## config.mk

```make
export PLATFORM = sky130hd
export DESIGN_NAME = cfg_ctrl_top
export DESIGN_NICKNAME = d
export VERILOG_FILES = /design/src/source/cfg_ctrl_pkg.sv /design/src/source/aa_req_port.sv /design/src/source/axil_master.sv /design/src/source/cfg_ctrl_top.sv /design/src/source/req_arbiter.sv /design/src/source/target_router.sv /design/src/source/wb_req_port.sv
export SDC_FILE = /design/constraint.sdc
export NUM_CORES = 1
export LEC_CHECK = 0
export CORE_AREA = 2 2 196 198
export CTS_CLUSTER_SIZE = 40
export DETAILED_ROUTE_END_ITERATION = 8
export DIE_AREA = 0 0 198 200
export DONT_BUFFER_PORTS = 1
export GPL_ROUTABILITY_DRIVEN = 0
export GPL_TIMING_DRIVEN = 0
export PLACE_DENSITY_LB_ADDON = 0.2
export SYNTH_ARGS = -nofsm -noshare
export SYNTH_HDL_FRONTEND = slang
export SYNTH_SLANG_ARGS = --single-unit
```

## constraint.sdc

```tcl
create_clock -name axi_clk -period 13.61 [get_ports axi_clk]
set_clock_uncertainty 0.15 [all_clocks]
set_input_delay 2.0415 -clock axi_clk [delete_from_list [all_inputs] [get_ports axi_clk]]
set_output_delay 2.0415 -clock axi_clk [all_outputs]
set_load 0.02 [all_outputs]
```

## src/source/cfg_ctrl_pkg.sv

```systemverilog
`default_nettype none

package cfg_ctrl_pkg;

	////////////////////////////////////////
	// Bus widths
	////////////////////////////////////////
	localparam int DATA_W      = 32;
	localparam int STRB_W      = 4;
	localparam int REQ_ADDR_W  = 32;
	localparam int PAGE_OFFS_W = 12;
	localparam int PAGE_W      = REQ_ADDR_W - PAGE_OFFS_W;	// 20 bits of page number

	// Width of the user project select register
	localparam int SEL_W = 5;

	////////////////////////////////////////
	// Address map
	////////////////////////////////////////
	localparam logic [PAGE_W-1:0] CFG_BASE_PAGE = 20'h30000;	// Target 0
	localparam logic [PAGE_W-1:0] CFG_LAST_PAGE = 20'h3FFFF;	// Top of config window

	// Spare pages answer reads with this
	localparam logic [DATA_W-1:0] SPARE_RDATA = 32'hFFFF_FFFF;

	////////////////////////////////////////
	// Shared FSM encoding
	////////////////////////////////////////
	typedef enum logic [2:0] {
		MS_IDLE           = 3'b000,
		MS_READ_DATA      = 3'b001,
		MS_READ_COMPLETE  = 3'b010,
		MS_WRITE_DATA     = 3'b011,
		MS_WRITE_COMPLETE = 3'b100
	} master_state_t;

endpackage

`default_nettype wire

```

## src/source/aa_req_port.sv

```systemverilog
`timescale 1ns/1ps
`default_nettype none

module aa_req_port import cfg_ctrl_pkg::*; (
	input  logic                  axi_clk,
	input  logic                  axi_reset_n,
	input  logic                  aa_awvalid_i,
	input  logic [REQ_ADDR_W-1:0] aa_awaddr_i,
	input  logic                  aa_wvalid_i,
	input  logic [DATA_W-1:0]     aa_wdata_i,
	input  logic [STRB_W-1:0]     aa_wstrb_i,
	input  logic                  aa_arvalid_i,
	input  logic [REQ_ADDR_W-1:0] aa_araddr_i,
	input  logic                  aa_rready_i,
	output logic                  aa_awready_o,
	output logic                  aa_wready_o,
	output logic                  aa_arready_o,
	output logic                  aa_rvalid_o,
	output logic [DATA_W-1:0]     aa_rdata_o,
	output logic                  req_o,
	output logic                  req_we_o,
	output logic [REQ_ADDR_W-1:0] req_addr_o,
	output logic [DATA_W-1:0]     req_wdata_o,
	output logic [STRB_W-1:0]     req_wstrb_o,
	input  logic                  done_i,
	input  logic [DATA_W-1:0]     rdata_i
);

	master_state_t state;
	logic          aw_take;
	logic          ar_take;
	logic          w_take;
	logic          r_done;

	assign aw_take = (state == MS_IDLE) && aa_awvalid_i;
	assign ar_take = (state == MS_IDLE) && !aa_awvalid_i && aa_arvalid_i;	// Write wins
	assign w_take  = (state == MS_WRITE_DATA) && aa_wvalid_i;
	// Read result is only taken while the FPGA side can accept it
	assign r_done  = (state == MS_READ_DATA) && aa_rready_i && done_i;

	always_ff @(posedge axi_clk or negedge axi_reset_n) begin
		if (!axi_reset_n) begin
			state        <= MS_IDLE;
			req_o        <= 1'b0;
			aa_awready_o <= 1'b0;
			aa_wready_o  <= 1'b0;
			aa_arready_o <= 1'b0;
			aa_rvalid_o  <= 1'b0;
		end else begin
			aa_awready_o <= aw_take;	// One cycle pulses
			aa_arready_o <= ar_take;
			aa_wready_o  <= (state == MS_WRITE_COMPLETE) && done_i;
			case (state)
				MS_IDLE: begin
					if (aw_take) begin
						state <= MS_WRITE_DATA;
					end else if (ar_take) begin
						req_o <= 1'b1;
						state <= MS_READ_DATA;
					end
				end
				MS_READ_DATA: begin
					if (r_done) begin
						aa_rvalid_o <= 1'b1;
						req_o       <= 1'b0;
						state       <= MS_READ_COMPLETE;
					end
				end
				MS_READ_COMPLETE: begin
					if (aa_rready_i) begin
						aa_rvalid_o <= 1'b0;
						state       <= MS_IDLE;
					end
				end
				MS_WRITE_DATA: begin
					if (w_take) begin
						req_o <= 1'b1;
						state <= MS_WRITE_COMPLETE;
					end
				end
				MS_WRITE_COMPLETE: begin
					if (done_i) begin
						req_o <= 1'b0;
						state <= MS_IDLE;
					end
				end
				default: state <= MS_IDLE;
			endcase
		end
	end

	////////////////////////////////////////
	// Request fields and read data
	////////////////////////////////////////
	always_ff @(posedge axi_clk) begin
		if (aw_take)
			req_addr_o <= aa_awaddr_i;
		else if (ar_take)
			req_addr_o <= aa_araddr_i;
		if (ar_take)
			req_we_o <= 1'b0;
		else if (w_take)
			req_we_o <= 1'b1;
		if (w_take) begin
			req_wdata_o <= aa_wdata_i;
			req_wstrb_o <= aa_wstrb_i;
		end
		if (r_done)
			aa_rdata_o <= rdata_i;
	end

endmodule

`default_nettype wire

```

## src/source/axil_master.sv

```systemverilog
`timescale 1ns/1ps
`default_nettype none

module axil_master import cfg_ctrl_pkg::*; #(
	parameter int M_ADDR_W = 15
) (
	input  logic                  axi_clk,
	input  logic                  axi_reset_n,
	input  logic                  m_req_i,
	input  logic                  m_we_i,
	input  logic [REQ_ADDR_W-1:0] m_addr_i,
	input  logic [DATA_W-1:0]     m_wdata_i,
	input  logic [STRB_W-1:0]     m_wstrb_i,
	output logic                  done_o,
	output logic [DATA_W-1:0]     rdata_o,
	output logic                  axi_awvalid_o,
	output logic [M_ADDR_W-1:0]   axi_awaddr_o,
	output logic                  axi_wvalid_o,
	output logic [DATA_W-1:0]     axi_wdata_o,
	output logic [STRB_W-1:0]     axi_wstrb_o,
	output logic                  axi_arvalid_o,
	output logic [M_ADDR_W-1:0]   axi_araddr_o,
	output logic                  axi_rready_o,
	input  logic                  s_awready_i,
	input  logic                  s_wready_i,
	input  logic                  s_arready_i,
	input  logic [DATA_W-1:0]     s_rdata_i,
	input  logic                  s_rvalid_i
);

	master_state_t       state;
	logic [M_ADDR_W-1:0] addr_q;
	logic                start;
	logic                wr_done;
	logic                rd_done;

	// A request still high right after its done pulse is the old one
	assign start = (state == MS_IDLE) && m_req_i && !done_o;

	// wready and rvalid count with the address phase or after it
	assign wr_done = s_wready_i &&
		((state == MS_WRITE_DATA && s_awready_i) || state == MS_WRITE_COMPLETE);
	assign rd_done = s_rvalid_i &&
		((state == MS_READ_DATA && s_arready_i) || state == MS_READ_COMPLETE);

	assign axi_awaddr_o = addr_q;
	assign axi_araddr_o = addr_q;

	always_ff @(posedge axi_clk or negedge axi_reset_n) begin
		if (!axi_reset_n) begin
			state         <= MS_IDLE;
			done_o        <= 1'b0;
			axi_awvalid_o <= 1'b0;
			axi_wvalid_o  <= 1'b0;
			axi_arvalid_o <= 1'b0;
			axi_rready_o  <= 1'b0;
		end else begin
			done_o <= wr_done || rd_done;
			case (state)
				MS_IDLE: begin
					if (start && m_we_i) begin
						axi_awvalid_o <= 1'b1;
						axi_wvalid_o  <= 1'b1;
						state         <= MS_WRITE_DATA;
					end else if (start) begin
						axi_arvalid_o <= 1'b1;
						axi_rready_o  <= 1'b1;
						state         <= MS_READ_DATA;
					end
				end
				MS_WRITE_DATA, MS_WRITE_COMPLETE: begin
					if (s_awready_i)
						axi_awvalid_o <= 1'b0;
					if (wr_done) begin
						axi_wvalid_o <= 1'b0;
						state        <= MS_IDLE;
					end else if (s_awready_i) begin
						state <= MS_WRITE_COMPLETE;	// Still waiting on wready
					end
				end
				MS_READ_DATA, MS_READ_COMPLETE: begin
					if (s_arready_i)
						axi_arvalid_o <= 1'b0;
					if (rd_done) begin
						axi_rready_o <= 1'b0;
						state        <= MS_IDLE;
					end else if (s_arready_i) begin
						state <= MS_READ_COMPLETE;
					end
				end
				default: state <= MS_IDLE;
			endcase
		end
	end

	////////////////////////////////////////
	// Bus payload
	////////////////////////////////////////
	always_ff @(posedge axi_clk) begin
		if (start) begin
			addr_q      <= m_addr_i[M_ADDR_W-1:0];	// Truncated onto the bus
			axi_wdata_o <= m_wdata_i;
			axi_wstrb_o <= m_wstrb_i;
		end
		if (rd_done)
			rdata_o <= s_rdata_i;
	end

endmodule

`default_nettype wire

```

## src/source/cfg_ctrl_top.sv

```systemverilog
`timescale 1ns/1ps
`default_nettype none

module cfg_ctrl_top import cfg_ctrl_pkg::*; #(
	parameter int N_TARGETS = 5,
	parameter int M_ADDR_W  = 15
) (
	input  logic                             axi_clk,
	input  logic                             axi_reset_n,
	// Wishbone slave
	input  logic [REQ_ADDR_W-1:0]            wbs_adr_i,
	input  logic [DATA_W-1:0]                wbs_wdata_i,
	input  logic [STRB_W-1:0]                wbs_sel_i,
	input  logic                             wbs_cyc_i,
	input  logic                             wbs_stb_i,
	input  logic                             wbs_we_i,
	output logic                             wbs_ack_o,
	output logic [DATA_W-1:0]                wbs_rdata_o,
	// FPGA side AXI-Lite slave
	input  logic                             aa_awvalid_i,
	input  logic [REQ_ADDR_W-1:0]            aa_awaddr_i,
	input  logic                             aa_wvalid_i,
	input  logic [DATA_W-1:0]                aa_wdata_i,
	input  logic [STRB_W-1:0]                aa_wstrb_i,
	input  logic                             aa_arvalid_i,
	input  logic [REQ_ADDR_W-1:0]            aa_araddr_i,
	input  logic                             aa_rready_i,
	output logic                             aa_awready_o,
	output logic                             aa_wready_o,
	output logic                             aa_arready_o,
	output logic                             aa_rvalid_o,
	output logic [DATA_W-1:0]                aa_rdata_o,
	// AXI-Lite master
	output logic                             axi_awvalid_o,
	output logic [M_ADDR_W-1:0]              axi_awaddr_o,
	output logic                             axi_wvalid_o,
	output logic [DATA_W-1:0]                axi_wdata_o,
	output logic [STRB_W-1:0]                axi_wstrb_o,
	output logic                             axi_arvalid_o,
	output logic [M_ADDR_W-1:0]              axi_araddr_o,
	output logic                             axi_rready_o,
	// Targets
	input  logic [N_TARGETS-1:0]             tgt_awready_i,
	input  logic [N_TARGETS-1:0]             tgt_wready_i,
	input  logic [N_TARGETS-1:0]             tgt_arready_i,
	input  logic [N_TARGETS-1:0]             tgt_rvalid_i,
	input  logic [N_TARGETS-1:0][DATA_W-1:0] tgt_rdata_i,
	output logic [N_TARGETS-1:0]             tgt_enable_o,
	output logic [SEL_W-1:0]                 user_prj_sel_o
);

	logic                  wb_req, wb_we, wb_done;
	logic [REQ_ADDR_W-1:0] wb_addr;
	logic [DATA_W-1:0]     wb_wdata, wb_rdata;
	logic [STRB_W-1:0]     wb_wstrb;
	logic                  aa_req, aa_we, aa_done;
	logic [REQ_ADDR_W-1:0] aa_addr;
	logic [DATA_W-1:0]     aa_wdata, aa_rdata;
	logic [STRB_W-1:0]     aa_wstrb;
	logic                  m_req, m_we, m_done;
	logic [REQ_ADDR_W-1:0] m_addr;
	logic [DATA_W-1:0]     m_wdata, m_rdata;
	logic [STRB_W-1:0]     m_wstrb;
	logic                  s_awready, s_wready, s_arready, s_rvalid;
	logic [DATA_W-1:0]     s_rdata;

	wb_req_port wb_req_port_i (
		.*,
		.req_o(wb_req), .req_we_o(wb_we), .req_addr_o(wb_addr),
		.req_wdata_o(wb_wdata), .req_wstrb_o(wb_wstrb),
		.done_i(wb_done), .rdata_i(wb_rdata)
	);

	aa_req_port aa_req_port_i (
		.*,
		.req_o(aa_req), .req_we_o(aa_we), .req_addr_o(aa_addr),
		.req_wdata_o(aa_wdata), .req_wstrb_o(aa_wstrb),
		.done_i(aa_done), .rdata_i(aa_rdata)
	);

	req_arbiter req_arbiter_i (
		.axi_clk, .axi_reset_n,
		.wb_req_i(wb_req), .wb_we_i(wb_we), .wb_addr_i(wb_addr),
		.wb_wdata_i(wb_wdata), .wb_wstrb_i(wb_wstrb),
		.aa_req_i(aa_req), .aa_we_i(aa_we), .aa_addr_i(aa_addr),
		.aa_wdata_i(aa_wdata), .aa_wstrb_i(aa_wstrb),
		.m_req_o(m_req), .m_we_o(m_we), .m_addr_o(m_addr),
		.m_wdata_o(m_wdata), .m_wstrb_o(m_wstrb),
		.m_done_i(m_done), .m_rdata_i(m_rdata),
		.wb_done_o(wb_done), .aa_done_o(aa_done),
		.wb_rdata_o(wb_rdata), .aa_rdata_o(aa_rdata)
	);

	axil_master #(.M_ADDR_W(M_ADDR_W)) axil_master_i (
		.*,
		.m_req_i(m_req), .m_we_i(m_we), .m_addr_i(m_addr),
		.m_wdata_i(m_wdata), .m_wstrb_i(m_wstrb),
		.done_o(m_done), .rdata_o(m_rdata),
		.s_awready_i(s_awready), .s_wready_i(s_wready), .s_arready_i(s_arready),
		.s_rdata_i(s_rdata), .s_rvalid_i(s_rvalid)
	);

	target_router #(.N_TARGETS(N_TARGETS)) target_router_i (
		.*,
		.req_addr_i(m_addr),
		.axi_awvalid_i(axi_awvalid_o),
		.axi_awaddr_i(axi_awaddr_o[PAGE_OFFS_W-1:0]),
		.axi_wvalid_i(axi_wvalid_o),
		.axi_wdata_i(axi_wdata_o),
		.axi_wstrb_i(axi_wstrb_o),
		.axi_arvalid_i(axi_arvalid_o),
		.s_awready_o(s_awready), .s_wready_o(s_wready), .s_arready_o(s_arready),
		.s_rdata_o(s_rdata), .s_rvalid_o(s_rvalid)
	);

endmodule

`default_nettype wire

```

## src/source/req_arbiter.sv

```systemverilog
`timescale 1ns/1ps
`default_nettype none

module req_arbiter import cfg_ctrl_pkg::*; (
	input  logic                  axi_clk,
	input  logic                  axi_reset_n,
	input  logic                  wb_req_i,
	input  logic                  wb_we_i,
	input  logic [REQ_ADDR_W-1:0] wb_addr_i,
	input  logic [DATA_W-1:0]     wb_wdata_i,
	input  logic [STRB_W-1:0]     wb_wstrb_i,
	input  logic                  aa_req_i,
	input  logic                  aa_we_i,
	input  logic [REQ_ADDR_W-1:0] aa_addr_i,
	input  logic [DATA_W-1:0]     aa_wdata_i,
	input  logic [STRB_W-1:0]     aa_wstrb_i,
	output logic                  m_req_o,
	output logic                  m_we_o,
	output logic [REQ_ADDR_W-1:0] m_addr_o,
	output logic [DATA_W-1:0]     m_wdata_o,
	output logic [STRB_W-1:0]     m_wstrb_o,
	input  logic                  m_done_i,
	input  logic [DATA_W-1:0]     m_rdata_i,
	output logic                  wb_done_o,
	output logic                  aa_done_o,
	output logic [DATA_W-1:0]     wb_rdata_o,
	output logic [DATA_W-1:0]     aa_rdata_o
);

	logic grant;	// 0 Wishbone, 1 FPGA side

	// Sticky grant, moves only once the owner has let go
	always_ff @(posedge axi_clk or negedge axi_reset_n) begin
		if (!axi_reset_n)
			grant <= 1'b0;
		else if (!grant && !wb_req_i && aa_req_i)
			grant <= 1'b1;
		else if (grant && !aa_req_i && wb_req_i)
			grant <= 1'b0;
	end

	assign m_req_o   = grant ? aa_req_i   : wb_req_i;
	assign m_we_o    = grant ? aa_we_i    : wb_we_i;
	assign m_addr_o  = grant ? aa_addr_i  : wb_addr_i;
	assign m_wdata_o = grant ? aa_wdata_i : wb_wdata_i;
	assign m_wstrb_o = grant ? aa_wstrb_i : wb_wstrb_i;

	// Completion goes back to the owner only
	assign wb_done_o  = m_done_i && !grant;
	assign aa_done_o  = m_done_i && grant;
	assign wb_rdata_o = grant ? '0 : m_rdata_i;
	assign aa_rdata_o = grant ? m_rdata_i : '0;

endmodule

`default_nettype wire

```

## src/source/target_router.sv

```systemverilog
`timescale 1ns/1ps
`default_nettype none

module target_router import cfg_ctrl_pkg::*; #(
	parameter int N_TARGETS = 5
) (
	input  logic                             axi_clk,
	input  logic                             axi_reset_n,
	input  logic [REQ_ADDR_W-1:0]            req_addr_i,
	input  logic                             axi_awvalid_i,
	input  logic [PAGE_OFFS_W-1:0]           axi_awaddr_i,	// Offset within the page
	input  logic                             axi_wvalid_i,
	input  logic [DATA_W-1:0]                axi_wdata_i,
	input  logic [STRB_W-1:0]                axi_wstrb_i,
	input  logic                             axi_arvalid_i,
	input  logic [N_TARGETS-1:0]             tgt_awready_i,
	input  logic [N_TARGETS-1:0]             tgt_wready_i,
	input  logic [N_TARGETS-1:0]             tgt_arready_i,
	input  logic [N_TARGETS-1:0]             tgt_rvalid_i,
	input  logic [N_TARGETS-1:0][DATA_W-1:0] tgt_rdata_i,
	output logic [N_TARGETS-1:0]             tgt_enable_o,
	output logic [SEL_W-1:0]                 user_prj_sel_o,
	output logic                             s_awready_o,
	output logic                             s_wready_o,
	output logic                             s_arready_o,
	output logic [DATA_W-1:0]                s_rdata_o,
	output logic                             s_rvalid_o
);

	// Own register page sits right above the external targets
	localparam logic [PAGE_W-1:0] LOCAL_PAGE = CFG_BASE_PAGE + PAGE_W'(N_TARGETS);

	logic [PAGE_W-1:0] page;
	logic              local_en;
	logic              spare_en;
	logic              self_en;	// Answered inside the controller

	assign page    = req_addr_i[REQ_ADDR_W-1 -: PAGE_W];
	assign self_en = local_en || spare_en;

	////////////////////////////////////////
	// Registered page decode
	////////////////////////////////////////
	always_ff @(posedge axi_clk or negedge axi_reset_n) begin
		if (!axi_reset_n) begin
			tgt_enable_o <= '0;
			local_en     <= 1'b0;
			spare_en     <= 1'b0;
		end else begin
			for (int k = 0; k < N_TARGETS; k++) begin
				tgt_enable_o[k] <= (page == CFG_BASE_PAGE + PAGE_W'(k));
			end
			local_en <= (page == LOCAL_PAGE);
			spare_en <= (page > LOCAL_PAGE) && (page <= CFG_LAST_PAGE);
		end
	end

	// Return path, OR of whatever source is enabled
	always_comb begin
		s_awready_o = self_en && axi_awvalid_i;	// Local and spare echo the valids
		s_wready_o  = self_en && axi_wvalid_i;
		s_arready_o = self_en && axi_arvalid_i;
		s_rvalid_o  = self_en && axi_arvalid_i;
		s_rdata_o   = '0;
		if (local_en)
			s_rdata_o = DATA_W'(user_prj_sel_o);
		if (spare_en)
			s_rdata_o = SPARE_RDATA;
		for (int k = 0; k < N_TARGETS; k++) begin
			s_awready_o = s_awready_o || (tgt_enable_o[k] && tgt_awready_i[k]);
			s_wready_o  = s_wready_o  || (tgt_enable_o[k] && tgt_wready_i[k]);
			s_arready_o = s_arready_o || (tgt_enable_o[k] && tgt_arready_i[k]);
			s_rvalid_o  = s_rvalid_o  || (tgt_enable_o[k] && tgt_rvalid_i[k]);
			s_rdata_o   = s_rdata_o | ({DATA_W{tgt_enable_o[k]}} & tgt_rdata_i[k]);
		end
	end

	// User project select, offset 0 of the local page
	always_ff @(posedge axi_clk or negedge axi_reset_n) begin
		if (!axi_reset_n)
			user_prj_sel_o <= '0;
		else if (local_en && axi_awvalid_i && axi_wvalid_i &&
				axi_awaddr_i == '0 && axi_wstrb_i[0])
			user_prj_sel_o <= axi_wdata_i[SEL_W-1:0];
	end

endmodule

`default_nettype wire

```

## src/source/wb_req_port.sv

```systemverilog
`timescale 1ns/1ps
`default_nettype none

module wb_req_port import cfg_ctrl_pkg::*; (
	input  logic                  axi_clk,
	input  logic                  axi_reset_n,
	input  logic [REQ_ADDR_W-1:0] wbs_adr_i,
	input  logic [DATA_W-1:0]     wbs_wdata_i,
	input  logic [STRB_W-1:0]     wbs_sel_i,
	input  logic                  wbs_cyc_i,
	input  logic                  wbs_stb_i,
	input  logic                  wbs_we_i,
	output logic                  wbs_ack_o,
	output logic [DATA_W-1:0]     wbs_rdata_o,
	output logic                  req_o,
	output logic                  req_we_o,
	output logic [REQ_ADDR_W-1:0] req_addr_o,
	output logic [DATA_W-1:0]     req_wdata_o,
	output logic [STRB_W-1:0]     req_wstrb_o,
	input  logic                  done_i,
	input  logic [DATA_W-1:0]     rdata_i
);

	typedef enum logic {
		WB_IDLE,
		WB_BUSY
	} wb_state_t;

	wb_state_t state;
	logic      take;	// Cycle accepted on this edge

	// No new cycle while the ack of the previous one is still out
	assign take = (state == WB_IDLE) && !wbs_ack_o && wbs_cyc_i && wbs_stb_i;

	always_ff @(posedge axi_clk or negedge axi_reset_n) begin
		if (!axi_reset_n) begin
			state     <= WB_IDLE;
			req_o     <= 1'b0;
			wbs_ack_o <= 1'b0;
		end else begin
			wbs_ack_o <= 1'b0;	// Single cycle ack
			if (take) begin
				req_o <= 1'b1;
				state <= WB_BUSY;
			end else if (state == WB_BUSY && done_i) begin
				wbs_ack_o <= 1'b1;
				req_o     <= 1'b0;
				state     <= WB_IDLE;
			end
		end
	end

	// Latched request fields and returned read data
	always_ff @(posedge axi_clk) begin
		if (take) begin
			req_we_o    <= wbs_we_i;
			req_addr_o  <= wbs_adr_i;
			req_wdata_o <= wbs_wdata_i;
			req_wstrb_o <= wbs_sel_i;
		end
		if (state == WB_BUSY && done_i && !req_we_o)
			wbs_rdata_o <= rdata_i;
	end

endmodule

`default_nettype wire

```

# After elaboration in Yosys (flattened, before gate mapping)
# Index checks and enable logic that the tools add are counted.
# W data, S select, Z words.
word_totals:
  ff_bits: 316
  input_bits: 357
  out_inout_bits: 149
  elab_cells: 230
classes:
  magnitude_cmp: 2
  n_eq_ne: 31
  n_mux: 49
  bitwise_logic: 11
  reduce_logical: 104
ops:
  columns: ["op", "n"]
  rows:
  - ["$and A32 B32 Y32", 5]
  - ["$mux W32", 5]
  - ["$or A32 B32 Y32", 5]
  - ["$eq A20 B18 Y1 const B", 6]
  - ["$logic_and A1 B1 Y1", 53]
  - ["$mux W3", 12]
  - ["$logic_or A1 B1 Y1", 24]
  - ["$mux W1", 22]
  - ["$gt A20 B18 Y1 const B", 1]
  - ["$le A20 B18 Y1 const B", 1]
  - ["$ne A2 B1 Y1 const B", 9]
  - ["$pmux W3 S5", 1]
  - ["$eq A3 B2 Y1 const B", 4]
  - ["$logic_not A12 Y1", 1]
  - ["$reduce_and A3 Y1", 4]
  - ["$reduce_bool A2 Y1", 6]
  - ["$pmux W1 S2", 5]
  - ["$ne A3 B1 Y1 const B", 3]
  - ["$pmux W3 S3", 1]
  - ["$ne A2 B2 Y1 const B", 4]
  - ["$reduce_and A4 Y1", 2]
  - ["$logic_not A1 Y1", 7]
  - ["$eq A3 B1 Y1 const B", 2]
  - ["$eq A3 B3 Y1 const B", 2]
  - ["10 further kinds", 12]

# Depth between registers and ports, before layout
depth:
  word_depth: 12
  depth_mapped: 7
  mapped_depth_nobuf: 5

# Cells and area by module
# Synthesis repeated with hierarchy kept, for this count alone.
hier_totals:
  hier_cells: 811
  area_unflattened_um2: 13416.6
by_module_without_submodules:
  columns: ["mod", "n_inst", "cells_per_inst", "area_each_um2", "seq_area_each_um2"]
  rows:
  - ["aa_req_port", 1, 188, 4012.6, 3223.1]
  - ["wb_req_port", 1, 109, 3128.0, 3083.0]
  - ["axil_master", 1, 147, 3110.5, 2692.6]
  - ["target_router", 1, 212, 1626.6, 300.3]
  - ["req_arbiter", 1, 155, 1539.0, 25.0]

# Worst setup path after synthesis
# OpenSTA, ideal clock, no wires.
synth_timing:
  path_kind: "input -> register"
  from: "in wbs_stb_i"
  to: "reg wb_req_port_i.req_addr_o[0], enable pin"
  setup_ns: 0.583
  t_arrival_ns: 6.811
  required_ns: 12.877
  slack_ns: 6.067
  cell_stages: 2
  n_path_buf: 0
  cell_sequence: "nand2_1 nor3_1"
synth_via:
  elab_chain_cells: 1
synth_lines:
  columns: ["item", "line_no", "text"]
  rows:
  - ["from (decl)", "cfg_ctrl_top.sv:15", "input logic wbs_stb_i,"]
  - ["$logic_and A1 B1 Y1", "wb_req_port.sv:33", "assign take = (state == WB_IDLE) && !wbs_ack_o && wbs_cyc_i && wbs_stb_i;"]
  - ["named net wb_req_port_i.take", "wb_req_port.sv:30", "logic take;"]
  - ["to (signal assigned)", "wb_req_port.sv:57", "req_addr_o <= wbs_adr_i;"]
  - ["to (decl)", "wb_req_port.sv:17", "output logic [REQ_ADDR_W-1:0] req_addr_o,"]
# The timed path passes the listed nets, and every way through them passes these cells.
# A chain may end at the register's enable or synchronous reset.

# Final worst setup path
layout_timing:
  from: "in tgt_arready_i[0]"
  to: "reg axil_master_i.rdata_o[7], enable pin"
layout_via:
  elab_chain_cells: 9
layout_lines:
  columns: ["item", "line_no", "text"]
  rows:
  - ["from (decl)", "cfg_ctrl_top.sv:45", "input logic [N_TARGETS-1:0] tgt_arready_i,"]
  - ["$logic_and A1 B1 Y1", "target_router.sv:72", "s_arready_o = s_arready_o || (tgt_enable_o[k] && tgt_arready_i[k]);"]
  - ["$logic_or A1 B1 Y1 (5 in series)", "target_router.sv:72", null]
  - ["$logic_and A1 B1 Y1", "axil_master.sv:44", "((state == MS_READ_DATA && s_arready_i) || state == MS_READ_COMPLETE);"]
  - ["$logic_or A1 B1 Y1", "axil_master.sv:44", null]
  - ["$logic_and A1 B1 Y1", "axil_master.sv:43", "assign rd_done = s_rvalid_i &&"]
  - ["named net axil_master_i.rd_done", "axil_master.sv:35", "logic rd_done;"]
  - ["to (signal assigned)", "axil_master.sv:106", "rdata_o <= s_rdata_i;"]
  - ["to (decl)", "axil_master.sv:15", "output logic [DATA_W-1:0] rdata_o,"]
# The timed path passes the listed nets, and every way through them passes these cells.

==> flow_summary.toml <==
[detailed_routing]
detail_route.drc_violations = 0
drt-pass1-iter-count = 5
detailroute.via_count = 7510
wl_mm = 43.7
dr_vias_cell = 5.38
avgRoutedWirePerCell_um = 31.3
route.antenna.remaining_nets = 0
detailedRoute.firstIterationViolations = 471

[floorplanning]
ios = 506
fp.dieW_um = 198
fp-row-count = 71
design.die.area_um2 = 39600
initial_core_util = 0.342
std_cell_core_area_um2 = 37400
die_height_um = 200

[worst_hold_path]
min_delay_path_depth = 2
hold_end = "aa_req_port_i.req_we_o"
min-delay-path-class = "reg -> reg"
hold_path.startpoint = "aa_req_port_i.req_we_o"

[clock_tree]
cts.reportedPaths.clkPinSlew_ns = 0.06
buffer_levels_on_the_longest_clock_path = 3
postCtsHoldBufs = 0
clock_sinks = 316
tritoncts = "done"
cts_max_level = 2
cts.root.buffer_cell = "clkbuf_16"
cts_made_buffers = 35
clock_latency_ns = 0.55
postCtsSetupBuffers = 0
cts_resized = 0

[global_route]
grt_first_pass_wirelength_mm = 58.3
number_of_global_route_vias_before_repair = 7808
grt_overflow_total = 0
grtUsageTotal = 0.216
grt_max_degree = 52
antenna_found_initial = 24

[critical_path]
timing.critical_path.fanout_max = 12
reg2reg_depth = 7
critical_path.startpoint_type = "primary input"
cp_slowest_cell = "nor3_2"
worstSetupPathType = "in -> reg"
critPathCaptureType = "flip-flop"
critical_path_arrival_ns = 3.89
r2r_end = "axil_master_i.rdata_o[7]"
worstReg2RegStart = "target_router_i.tgt_enable_o[2]"
critical_path_cell_sequence = "a222oi_1, nand3_1, a21oi_1, nor3_2, buf_4, buf_6"
r2r_setup_slk_ns = 10.23
crit_path_max_incr_delay_ns = 0.80
critPathRequiredTime_ns = 13.71

[logic_synthesis]
mappedNetlistNets = 1157
netlist_area_um2 = 12800
synth.yosys.seq_area_share = 0.730
synthFlopType = "edfxtp_1"
syn_area_per_cell_um2 = 16.0
asyncSetResetFlopFracSynth = 0.0981
synth_edf_count = 284
ys_types = 56
netlist_instances = 800
yosys_register_bits = 316
synth.yosys.warnings = 0

[power]
design_power_total_mw = 2.88
power_density_nw_per_um2 = 195
internal_power_mw = 2.02
switching_share = 0.298
proportion_of_power_drawn_by_flip_flops_and_latches = 0.497
p_leak_nw = 4.98
share_clk_of_total_power = 0.327
switching_power_mw = 0.859
comb_power_share = 0.176
vdd_ir_drop_max_mv = 0.117

[layout]
final_net_count = 1211
most_common_cell_after_layout_fill_and_taps_aside = "edfxtp_1"
flow.area_growth_from_synthesis_pct = 15.8
final_layout_size_suffix_gt1_frac = 0.144
layout_common_cells = "284 x edfxtp_1, 83 x mux2_1, 64 x a22oi_1"
utilization = 0.396

[sta]
timing.max_slew.rel_slack = 0.127
timing.setup.tns_ns = 0
final-setup-viol-count = 0
final_min_period_over_clock_period = 0.279
finalHoldViolCount = 0
timing_worst_slew_pin_value_ns = 1.31
achievable-frequency_mhz = 264
timing.final.max_slew_violations = 0
fin_hold_ws_ns = 0.335
final.min_clock_period_ns = 3.79
rsz0062_at_grt = "no"

[placed_design]
dpl.hpwl_mm = 33.8
portBuffers = 0

[status]
status = "complete, no violations"

[flow_run]
max_cap_violations = 0
-- worst max path at each step --
stage	startpoint	end	slack, ns	depth (start not counted)
final	tgt_arready_i[0]	axil_master_i.rdata_o[7]	9.82	6
after global routing	tgt_arready_i[0]	axil_master_i.rdata_o[5]	9.72	6
after CTS	tgt_arready_i[0]	axil_master_i.rdata_o[12]	9.85	6
after detailed placement	tgt_arready_i[0]	axil_master_i.rdata_o[3]	9.27	6
after global placement	wbs_stb_i	wb_req_port_i.req_wdata_o[6]	2.71	2
after floorplan	wbs_stb_i	wb_req_port_i.req_addr_o[0]	6.07	2
-- sequential cells by signal (all words and copies together) (netlist names), 3 cells and up --
signal	count
target_router_i.tgt_enable_o	5
aa_req_port_i.state	3
wb_req_port_i.req_wdata_o	32
axil_master_i.axi_araddr_o	15
axil_master_i.axi_wstrb_o	4
wb_req_port_i.wbs_rdata_o	32
axil_master_i.state	3
wb_req_port_i.req_addr_o	32
aa_req_port_i.aa_rdata_o	32
aa_req_port_i.req_wdata_o	32
aa_req_port_i.req_wstrb_o	4
axil_master_i.rdata_o	32
aa_req_port_i.req_addr_o	32
axil_master_i.axi_wdata_o	32
target_router_i.user_prj_sel_o	5
wb_req_port_i.req_wstrb_o	4
-- stage by stage --
| stage | instances | worst slack [ns] | area [um2] |
|---|---|---|---|
| floorplan | 800 | 6.07 | 12800 |
| global placement | 1311 | 2.71 | 13400 |
| detailed placement | 1328 | 9.27 | 13700 |
| CTS | 1388 | 9.85 | 14800 |
| global route | 1393 | 9.72 | 14800 |
| finish | 1396 | 9.82 | 14800 |
-- cell type report --
| cell class | instances | area [um2] |
|---|---|---|
| fillers | 3497 | 22600 |
| flip-flops and latches | 316 | 9320 |
| multi-input cells | 414 | 3110 |
| clock buffers | 42 | 923 |
| well taps | 511 | 639 |
| plain buffers | 63 | 347 |
| clock inverters | 18 | 205 |
| repair buffers | 17 | 204 |
| inverters | 7 | 26.3 |
| diodes | 8 | 20.0 |
-- per-layer routing --
metal	wire length, um	global-route usage
met5	80	0
met4	1250	0.0755
met3	3980	0.0793
met2	23100	0.398
met1	15300	0.228
-- synth_stat cells, drive strengths merged, types with 11 or more instances --
library cell,count,share of area
edfxtp,284,0.67
mux2,88,0.078
a22oi,64,0.038
buf,41,0.021
a21oi,38,0.015
nand3,38,0.015
nor2b,38,0.019
and2,37,0.018
dfrtp,31,0.061
clkbuf,22,0.0065
nor2,19,0.0056
o21ai,11,0.0043
-- power by group through the flow --
stage	clock network (mW)	logic, mW	registers [mW]
floorplan	0	0.367	1.41
global placement	0	0.494	1.47
detailed placement	0	0.513	1.46
CTS	0.966	0.518	1.44
global route	1.00	0.556	1.45
finish	0.943	0.506	1.43
-- critical path, delay by kind of cell --
family          cells  cell delay, ns
simple gates        2            0.99
buf+inv             2            0.57
compound gates      2            0.28
-- cell families after synthesis --
group                      synth area share
and+or+nand+nor                      0.0819
muxes                                0.0799
DFF                                   0.730
adders and majority gates          0.000783
AOI/OAI and AO/OA                    0.0786
buffers and inverters                0.0292
Power figures use the tool's default switching activity.
